<file path="src/logic/ama_riscv_defines.svh">
`ifndef AMA_RISCV_DEFINES_SVH
`define AMA_RISCV_DEFINES_SVH

// architecture widths
`define ARCH_WIDTH 32 // one word
`define ARCH_WIDTH_H 16 // half word
`define ARCH_WIDTH_D 64 // full product

// dot product lane sizes
`define LANE_8 8
`define LANE_16 16

// clocks from accepted input to o_valid
`define MULT_LATENCY 2

`endif

</file>
<file path="src/logic/csa_tree_8.sv">
`timescale 1ns/100ps
`include "ama_riscv_defines.svh"

module csa_tree_8 #(
    parameter int unsigned W = `ARCH_WIDTH_D
) (
    input  logic [7:0][W-1:0] i_a,
    output logic [1:0][W-1:0] o_sc
);

// one row of 3:2 compressors, returns {carry, sum}
// carry already moved up one column
function automatic logic [1:0][W-1:0] csa_3_2(
    input logic [W-1:0] x,
    input logic [W-1:0] y,
    input logic [W-1:0] z
);
    logic [W-1:0] s;
    logic [W-1:0] c;
    s = x ^ y ^ z;
    c = ((x & y) | (x & z) | (y & z)) << 1; // top carry drops, mod 2^W
    return {c, s};
endfunction

logic [W-1:0] sum_r;
logic [W-1:0] car_r;

// chain of six levels, each folds one more input row into sum/carry
always_comb begin
    logic [1:0][W-1:0] sc;
    sum_r = i_a[0];
    car_r = i_a[1];
    for (int k = 2; k < 8; k++) begin
        sc = csa_3_2(sum_r, car_r, i_a[k]);
        sum_r = sc[0];
        car_r = sc[1];
    end
end

assign o_sc[0] = sum_r;
assign o_sc[1] = car_r; // o_sc[0] + o_sc[1] == sum of inputs

endmodule

</file>
<file path="config.mk">
export PLATFORM = sky130hd
export DESIGN_NAME = csa_tree_8
export DESIGN_NICKNAME = d
export VERILOG_FILES = /design/src/logic/csa_tree_8.sv
export VERILOG_INCLUDE_DIRS = /design/src /design/src/logic
export SDC_FILE = /design/constraint.sdc
export NUM_CORES = 1
export LEC_CHECK = 0
export BUFFER_PORTS_ARGS = -buffer_cell sky130_fd_sc_hd__buf_2
export CAP_MARGIN = 25
export CORE_AREA = 3 3 245 247
export DETAILED_ROUTE_END_ITERATION = 12
export DIE_AREA = 0 0 248 250
export RECOVER_POWER = 25
export SYNTH_ARGS = -nofsm -noshare
export SYNTH_HDL_FRONTEND = slang
export SYNTH_SLANG_ARGS = --single-unit
export TNS_END_PERCENT = 50
</file>
<file path="constraint.sdc">
create_clock -name vclk -period 4.6
set_input_delay 0.46 -clock vclk [all_inputs]
set_output_delay 0.46 -clock vclk [all_outputs]
set_load 0.01 [all_outputs]
</file>
==> impl_metrics.toml <==
[yosys]
yosysUniqueCellTypes = 8
post_synth_inst_count = 402
synth_seq_area_share_pct = 0
mapped_cell_area_sq_um = 7710
synth_area_per_cell_sq_um = 19.2
synth.net_count = 1292
yosysWarnings = 0

[cells_and_area]
final_layout_size_suffix_gt1_share_pct = 58.6
syn2layout_area_growth_pct = 54.9
num-clock-buffers = 0
final-seq-area_sq_um = 0
design.seq.count = 0
finish.instance_area_sq_um = 11900
net_total_in_the_final_layout = 1934
instances_no_fill = 1839

[status]
run_status = "finished, final reports clean"

[timing]
setup_viol_count_final = 0
fmax_ghz = 0.225
timing.final.crit_share_pct = 96.7
hold_slack_ns = 1.26
finalCriticalPeriod_ns = 4.45
totalNegativeSetupSlack_ns = 0
unrepaired_setup_endpoints_after_global_routing = "no"
timing_hold_violations_final = 0
final_number_of_max_transition_violations = 0

[power]
power.static_leakage_uw = 0.00535
cellInternalPower_uw = 3060
seq_power_share_pct = 0
p_clk_share_pct = 0
power.share.combinational_pct = 100.0
net-switching-power_uw = 3980
power_per_cell_area_nw_per_um2 = 589
ir_drop_v = 0.000533
p_sw_share_pct = 56.5

[placement]
post_dp_cell_area_sq_um = 11900
numPortBuffers = 639
dp_hpwl_mm = 44.5
place.detailed.instances = 1807
gp_congestion = 0.975

[critical_path]
timing.critical_path.arrival_ns = 3.99
timing.critical_path.fanout_max = 1
critPathCaptureType = "primary output"
criticalPathCategory = "in2out"
critPathRequiredTime_ns = 4.14
cp-start-kind = "input pin"

[route]
first_pass_iters = 4
detail_route.vias_per_cell = 3.44
drc = 0
route.vias.total = 6317
drt.antenna.violating_nets = 0
iter_0_drt_violations = 141
route.detailed.wl_per_inst_microns = 24.4
route.final.wire_length_mm = 44.8

[floorplanning]
row_count = 88
die_h_microns = 250
dieArea_sq_um = 62000
die_w_microns = 248
starting_density_of_the_core_pct = 13.3
floorplan.core_area_sq_um = 57800
design.portCount = 640

[global_routing]
grt_remaining_overflow = 0
antenna_found_initial = 47
grt_usage_pct = 14.1
vias_in_the_first_global_route = 8262
grt_start_max_net_pins = 2
first_pass_grt_wire_length_mm = 60.3

[cts]
cts_repair_resized_insts = 0
cts_hold_repair.buffers = 0
cts.repair_timing.setup_buffer_count = 0

[flow_run]
max_cap_viol = 0

[hold_path]
class_of_the_tightest_hold_or_removal_check = "in2out"
## kinds of logic (layout without fill, tap and decap cells)
group,after synthesis,in the layout,share of synthesized area (%)
adders and majority gates,378,378,97.7
buffers and inverters,14,654,0.730
other,1,33,0.0486
xor gates and xnor gates,9,9,1.56
## placed cells by master (no fill, tap or decap)
| cell | n |
|---|---|
| sky130_fd_sc_hd__buf_12 | 2 |
| sky130_fd_sc_hd__xor2_1 | 1 |
| sky130_fd_sc_hd__conb_1 | 1 |
| sky130_fd_sc_hd__inv_1 | 13 |
| sky130_fd_sc_hd__buf_2 | 609 |
| sky130_fd_sc_hd__fa_1 | 373 |
| sky130_fd_sc_hd__clkbuf_1 | 30 |
| sky130_fd_sc_hd__ha_1 | 5 |
| sky130_fd_sc_hd__xnor3_1 | 3 |
| sky130_fd_sc_hd__diode_2 | 32 |
| sky130_fd_sc_hd__xnor2_1 | 5 |
## synth_stat cells
| library cell | n | area share [%] |
|---|---|---|
| sky130_fd_sc_hd__fa_1 | 373 | 97 |
| sky130_fd_sc_hd__inv_1 | 13 | 0.63 |
| sky130_fd_sc_hd__ha_1 | 5 | 0.81 |
| sky130_fd_sc_hd__xnor2_1 | 5 | 0.57 |
| sky130_fd_sc_hd__xnor3_1 | 3 | 0.88 |
| sky130_fd_sc_hd__buf_4 | 1 | 0.097 |
| sky130_fd_sc_hd__conb_1 | 1 | 0.049 |
| sky130_fd_sc_hd__xor2_1 | 1 | 0.11 |
## path summary, 6_finish.rpt
path      from        to  slack, ns  cells past startpoint
min   i_a[448]   o_sc[0]       1.26                      3
max    i_a[24]  o_sc[25]       0.15                      8
## worst max-delay path, stage by stage
cell                    delay (ns)
sky130_fd_sc_hd__buf_2        0.11
sky130_fd_sc_hd__fa_1         0.63
sky130_fd_sc_hd__fa_1         0.52
sky130_fd_sc_hd__fa_1         0.52
sky130_fd_sc_hd__fa_1         0.52
sky130_fd_sc_hd__fa_1         0.62
sky130_fd_sc_hd__fa_1         0.44
sky130_fd_sc_hd__buf_2        0.15
## power groups by stage
stage          Clock [uW]  Combinational [uW]  Sequential [uW]
6_report         0.000940                7030                0
5_1_grt          0.000615                7840                0
4_1_cts                 0                7450                0
3_5_place_dp            0                7380                0
3_3_place_gp            0                7340                0
2_1_floorplan           0                4130                0
## metrics by stage
step           setup slack [ns]  util [%]  power [uW]
5_1_grt                  0.0684      20.6        7840
4_1_cts                  0.0500      20.6        7450
3_5_place_dp             0.0640      20.6        7380
6_report                  0.153      20.7        7030
2_1_floorplan             0.644         -        4130
3_3_place_gp             0.0604      20.6        7340
## layer usage
| layer | wire (microns) | global-route usage [%] | vias to the layer above |
|---|---|---|---|
| met5 | 90 | 0 | - |
| met4 | 2010 | 6.15 | 14 |
| met3 | 4210 | 3.96 | 70 |
| met2 | 27500 | 30.6 | 448 |
| met1 | 11000 | 10.9 | 3267 |
| li1 | - | - | 2518 |
## cell type report
class,instances,area [sq um]
diodes,32,80.1
well taps,765,957
repair buffers,641,3200
fillers,6353,45900
multi-input cells,388,7650
inverters,13,48.8
No activity file was read; power rests on OpenSTA's default activity.
