[config.mk]
export PLATFORM = sky130hd
export DESIGN_NAME = ama_riscv_simd_final
export DESIGN_NICKNAME = d
export VERILOG_FILES = /design/src/logic/ama_riscv_pkg.sv /design/src/logic/csa_tree_8.sv /design/src/logic/ama_riscv_simd_final.sv
export VERILOG_INCLUDE_DIRS = /design/src /design/src/logic
export SDC_FILE = /design/constraint.sdc
export NUM_CORES = 2
export LEC_CHECK = 0
export ABC_AREA = 1
export BUFFER_PORTS_ARGS = -buffer_cell sky130_fd_sc_hd__buf_4
export CORE_MARGIN = 2
export CORE_UTILIZATION = 55
export CTS_BUF_LIST = sky130_fd_sc_hd__clkbuf_2
export DETAILED_ROUTE_END_ITERATION = 10
export GPL_TIMING_DRIVEN = 0
export PLACE_DENSITY = 0.79
export SYNTH_ARGS = -nofsm -noshare
export SYNTH_HDL_FRONTEND = slang
export SYNTH_HIERARCHICAL = 1
export SYNTH_SLANG_ARGS = --single-unit
export TNS_END_PERCENT = 50
[constraint.sdc]
create_clock -name clk -period 17.1 [get_ports clk]
set_input_delay 3.42 -clock clk [delete_from_list [all_inputs] [get_ports clk]]
set_output_delay 3.42 -clock clk [all_outputs]
set_load 0.02 [all_outputs]
[src/logic/ama_riscv_defines.svh]
`ifndef AMA_RISCV_DEFINES_SVH
`define AMA_RISCV_DEFINES_SVH

// architecture widths
`define ARCH_WIDTH 32 // one word
`define ARCH_WIDTH_H 16 // half word
`define ARCH_WIDTH_D 64 // full product

// dot product lane sizes
`define LANE_8 8
`define LANE_16 16

// clocks from accepted input to o_valid
`define MULT_LATENCY 2

`endif

[src/logic/ama_riscv_pkg.sv]
`include "ama_riscv_defines.svh"

package ama_riscv_pkg;

// operand or result word
typedef logic [`ARCH_WIDTH-1:0] simd_t;

// double wide product, also one partial product row
typedef logic [`ARCH_WIDTH_D-1:0] simd_d_t;

// multiply ops, bit 2 set for the packed dot products
typedef enum logic [2:0] {
    MULT_OP_MUL = 3'd0, // low word, sign irrelevant
    MULT_OP_MULH = 3'd1, // s x s high word
    MULT_OP_MULHSU = 3'd2, // s x u high word
    MULT_OP_MULHU = 3'd3, // u x u high word
    MULT_OP_DOT16 = 3'd4, // 2 lanes of 16x16
    MULT_OP_DOT8 = 3'd5 // 4 lanes of 8x8
} mult_op_t;

endpackage

[src/logic/csa_tree_8.sv]
`timescale 1ns/100ps
`include "ama_riscv_defines.svh"

module csa_tree_8 #(
    parameter int unsigned W = `ARCH_WIDTH_D
) (
    input  logic [7:0][W-1:0] i_a,
    output logic [1:0][W-1:0] o_sc
);

// one row of 3:2 compressors, returns {carry, sum}
// carry already moved up one column
function automatic logic [1:0][W-1:0] csa_3_2(
    input logic [W-1:0] x,
    input logic [W-1:0] y,
    input logic [W-1:0] z
);
    logic [W-1:0] s;
    logic [W-1:0] c;
    s = x ^ y ^ z;
    c = ((x & y) | (x & z) | (y & z)) << 1; // top carry drops, mod 2^W
    return {c, s};
endfunction

logic [W-1:0] sum_r;
logic [W-1:0] car_r;

// chain of six levels, each folds one more input row into sum/carry
always_comb begin
    logic [1:0][W-1:0] sc;
    sum_r = i_a[0];
    car_r = i_a[1];
    for (int k = 2; k < 8; k++) begin
        sc = csa_3_2(sum_r, car_r, i_a[k]);
        sum_r = sc[0];
        car_r = sc[1];
    end
end

assign o_sc[0] = sum_r;
assign o_sc[1] = car_r; // o_sc[0] + o_sc[1] == sum of inputs

endmodule

[src/logic/ama_riscv_simd_final.sv]
`timescale 1ns/100ps
`include "ama_riscv_defines.svh"

module ama_riscv_simd_final (
    input  logic clk,
    input  logic i_rst_n,
    input  logic i_valid,
    input  ama_riscv_pkg::mult_op_t i_op,
    input  ama_riscv_pkg::simd_t i_a,
    input  logic i_b_sign,
    input  ama_riscv_pkg::simd_d_t [7:0] i_rows,
    output logic o_valid,
    output ama_riscv_pkg::simd_t o_p
);

import ama_riscv_pkg::*;

localparam int unsigned DOT8_W = `ARCH_WIDTH_H + 1; // 17 bit dot8 sum
localparam int unsigned DOT8_PAD = `ARCH_WIDTH - DOT8_W; // sign fill, 15 bits

// first stage, tree rows and op context
logic valid_q;
mult_op_t op_q;
simd_t a_q; // needed by MULHSU fixup
logic b_sign_q;
simd_d_t [7:0] rows_q;

always_ff @(posedge clk or negedge i_rst_n) begin
    if (!i_rst_n) begin
        valid_q <= 1'b0;
        op_q <= MULT_OP_MUL;
        a_q <= '0;
        b_sign_q <= 1'b0;
        rows_q <= '0;
    end else begin
        valid_q <= i_valid;
        op_q <= i_op;
        a_q <= i_a;
        b_sign_q <= i_b_sign;
        rows_q <= i_rows;
    end
end

// final tree and carry-propagate add
simd_d_t [1:0] tree_sc;
simd_d_t tree_sum;
csa_tree_8 #(.W(`ARCH_WIDTH_D)) csa_tree_8_f (.i_a(rows_q), .o_sc(tree_sc));
assign tree_sum = tree_sc[0] + tree_sc[1];

// BW correction constants
simd_d_t corr;
always_comb begin
    corr = '0;
    unique case (op_q)
        MULT_OP_MUL, MULT_OP_MULH, MULT_OP_MULHSU: begin
            corr[`ARCH_WIDTH] = 1'b1; // 2^n + 2^(2n-1)
            corr[`ARCH_WIDTH_D-1] = 1'b1;
        end
        MULT_OP_DOT16: corr[17] = 1'b1; // 2^16 once per lane, 2^31 terms wrap out
        MULT_OP_DOT8: corr[10] = 1'b1; // 2^8 four times, 2^15 terms above bit 16
        default: corr = '0; // MULHU is a plain unsigned sum
    endcase
end

simd_d_t mul_s;
simd_t mul_su;
assign mul_s = tree_sum + corr;
// s x u = s x s + a * 2^n when b msb set
assign mul_su = b_sign_q ? (mul_s[`ARCH_WIDTH_D-1:`ARCH_WIDTH] + a_q) :
                           mul_s[`ARCH_WIDTH_D-1:`ARCH_WIDTH];

simd_t p_nxt;
always_comb begin
    unique case (op_q)
        MULT_OP_MUL: p_nxt = mul_s[`ARCH_WIDTH-1:0];
        MULT_OP_MULH: p_nxt = mul_s[`ARCH_WIDTH_D-1:`ARCH_WIDTH];
        MULT_OP_MULHSU: p_nxt = mul_su;
        MULT_OP_MULHU: p_nxt = mul_s[`ARCH_WIDTH_D-1:`ARCH_WIDTH]; // corr is 0 here
        MULT_OP_DOT16: p_nxt = mul_s[`ARCH_WIDTH-1:0];
        MULT_OP_DOT8: p_nxt = {{DOT8_PAD{mul_s[DOT8_W-1]}}, mul_s[DOT8_W-1:0]};
        default: p_nxt = '0;
    endcase
end

// output register, second edge
always_ff @(posedge clk or negedge i_rst_n) begin
    if (!i_rst_n) begin
        o_valid <= 1'b0;
        o_p <= '0;
    end else begin
        o_valid <= valid_q;
        o_p <= p_nxt;
    end
end

// valid walks through both stages untouched
assert property (@(posedge clk) disable iff (!i_rst_n)
    ($past(i_rst_n, 1) && $past(i_rst_n, `MULT_LATENCY)) |->
        (o_valid == $past(i_valid, `MULT_LATENCY)));

assert property (@(posedge clk) disable iff (!i_rst_n)
    o_valid |-> !$isunknown(o_p));

endmodule

==> metrics <==
status finished clean; Core Region a little under 0.06 mm2; CP startpoint kind register; Hold Buf Count CTS 0; worst path arrival time between 9000 and 10000 ps; Crit. End Element register; Critical Path Stages 34; CP Max Fanout 5; Max-Slew Margin vs Limit 0.4120; Vias 23530; Chip Width 247.1 um; global-route wire length before repair 137500 um; Setup CP Type register to register; minimum clock period just over 8000 ps; clock sinks 582; WL per Instance 19.64 um; asr flop ratio synth 1.000; vias per inst 5.018; RSZ-0062 raised after global routing no; Hold Path Class register to register; vias in the first global route 25010; area delta synth->final 20.84%; drt drc 0; port buffer count 583; layout cell share with drive strength beyond 1 0.2339; post-CTS sizing 0; hpwl dp about 78000 um; Fmax approximately 120 MHz; Sequential Area between 0.01 and 0.015 mm2; largest net degree at the start of global routing ~130; number of cells on the worst reg-to-reg path 34; Layout fillers 4535; Worst-Skew Late Latency roughly 1400 ps; CTS max path bufs 3; grt total ovfl 0; fin crit share 0.4758; Slowest cell on crit path fa_1; Avg Cell Area, Syn 10.56 um2; initial antenna violation count 4; GRT Total Usage 0.3106; Synth cell types 43; fin nets 4903; clock root buffer clkbuf_2; Buf/Inv on CP 3; footprint of the multi-input gates 0.01620 mm2; total CTS buffers 148; Critical Path RT 18250 ps; Initial DRT Pass Iterations 6; Final TNS setup 0 ps; IO Pins 584; Post-Syn Area 0.03251 mm2; endpoints failing hold 0; commonest non-fill, non-tap cell in the layout nand2_1; final slew viol count 0; register bit count reported by yosys 582; Synth Warn # 6; GPL Wtd Cong 1.033; count of final setup violators 0; Post-Route WL a little over 90000 um; site row count 89; Worst path top cell family by delay adder cells; max incr delay on CP 700 ps; Worst R2R Setup Slack about 9000 ps; Routed Antenna Nets 0; Initial Util 0.5540; Post-Synthesis Cells 3078; Clock transition at path regs 110 ps; Worst Skew 116.8 ps; Die Height 247.1 um; CTS tree done; syn nets 4165; main flop type after synthesis dfrtp_1; Slew @ Worst Pin 882.0 ps; Die ar. 0.06107 mm2; register area share after synthesis 0.4480; critical path's most frequent cell nand2_1; post-CTS setup buffers 0; DRT iter0 DRCs 1505; most frequent cells in the layout nand2_1 (841), buf_4 (583), dfrtp_1 (582); Post-synth EDFFs 0; H-tree levels 4; WHS Path Cells 0; MaxCap Viol Count 0
[per-stage QoR]
step                      std cells  setup slack [ps]  hold slack, ps    util  cell area, um2
after global routing           4689              8608           357.2  0.6694           39290
after floorplan                3078             10440           331.2       -           32510
after detailed placement       4439              9068           339.5  0.6475           38000
after CTS                      4681              9042           351.5  0.6691           39270
final                          4689              8964           347.7  0.6694           39290
after global placement         4434              6410           338.0  0.6450           37850
[sequential cells by signal, summed over array words and instances (netlist names)]
register  cells
rows_q      512
o_p          32
op_q          3
o_valid       1
a_q          32
valid_q       1
b_sign_q      1
[path summary, 6_finish.rpt]
kind,startpoint,end
worst min-delay path,valid_q$_DFF_PN0_,o_valid$_DFF_PN0_
min in group asynchronous,i_rst_n,a_q[6]$_DFF_PN0_
worst min register to register,valid_q$_DFF_PN0_,o_valid$_DFF_PN0_
max in group asynchronous,i_rst_n,rows_q[302]$_DFF_PN0_
worst max register to register,rows_q[22]$_DFF_PN0_,o_p[22]$_DFF_PN0_
worst max-delay path,rows_q[22]$_DFF_PN0_,o_p[22]$_DFF_PN0_
[Yosys cell counts (5+ instances only)]
| library cell | n | area, um2 |
|---|---|---|
| nand2_1 | 841 | 3157 |
| dfrtp_1 | 582 | 14560 |
| inv_1 | 424 | 1592 |
| fa_1 | 378 | 7567 |
| nand3_1 | 187 | 935.9 |
| ha_1 | 158 | 1977 |
| nor2_1 | 146 | 548.0 |
| a21oi_1 | 111 | 555.5 |
| o21ai_0 | 48 | 240.2 |
| nand2_2 | 31 | 193.9 |
| nor2_2 | 17 | 106.4 |
| nor3_1 | 17 | 85.08 |
| inv_2 | 15 | 56.30 |
| o21bai_1 | 13 | 97.59 |
| nand4_1 | 12 | 75.07 |
| nand3b_1 | 10 | 75.07 |
| xnor2_1 | 10 | 87.58 |
| clkbuf_1 | 8 | 30.03 |
| nand3_2 | 7 | 70.07 |
| and2_1 | 6 | 37.54 |
| a21o_1 | 5 | 37.54 |
| buf_2 | 5 | 25.02 |
| nor3_2 | 5 | 50.05 |
[layout make-up]
cell class	instances	share of cell area
multi-input cells	2037	0.4125
clock buffers	209	0.02663
diodes	8	0.0005096
flip-flops and latches	582	0.3707
plain buffers	18	0.002198
clock inverters	33	0.005605
inverters	441	0.04214
well taps	773	0.02462
repair buffers	588	0.1151
[per-layer routing]
layer / vias up / share of wire / wire length [um] / track usage
met1: 11340 / 0.37 / 33930 / 0.3651
li1: 11070 / - / - / -
met4: 2 / 0.040 / 3726 / 0.1409
met5: - / 0.00015 / 14 / 0
met3: 187 / 0.082 / 7517 / 0.08129
met2: 924 / 0.51 / 46890 / 0.5354
[worst reg2reg max path, delay by kind of cell (launching register included)]
family,cells,cell delay (ps)
DFF,1,390
adders and majority gates,10,4700
and+or+nand+nor,20,2270
xor gates and xnor gates,1,370
buffers and inverters,3,290
[cells by family (layout without fill, tap and decap cells)]
family,Yosys count,in the layout,synth area share
other cells,1,9,0.0001153
xor+xnor,17,17,0.005273
buf+inv,459,1289,0.05357
fa+ha+maj,536,536,0.2936
flops,582,582,0.4480
simple gates,1295,1295,0.1685
compound gates,188,188,0.03098
Power is not shown: default switching activity piles up to over one toggle a cycle in this logic, so the estimate is an artifact.
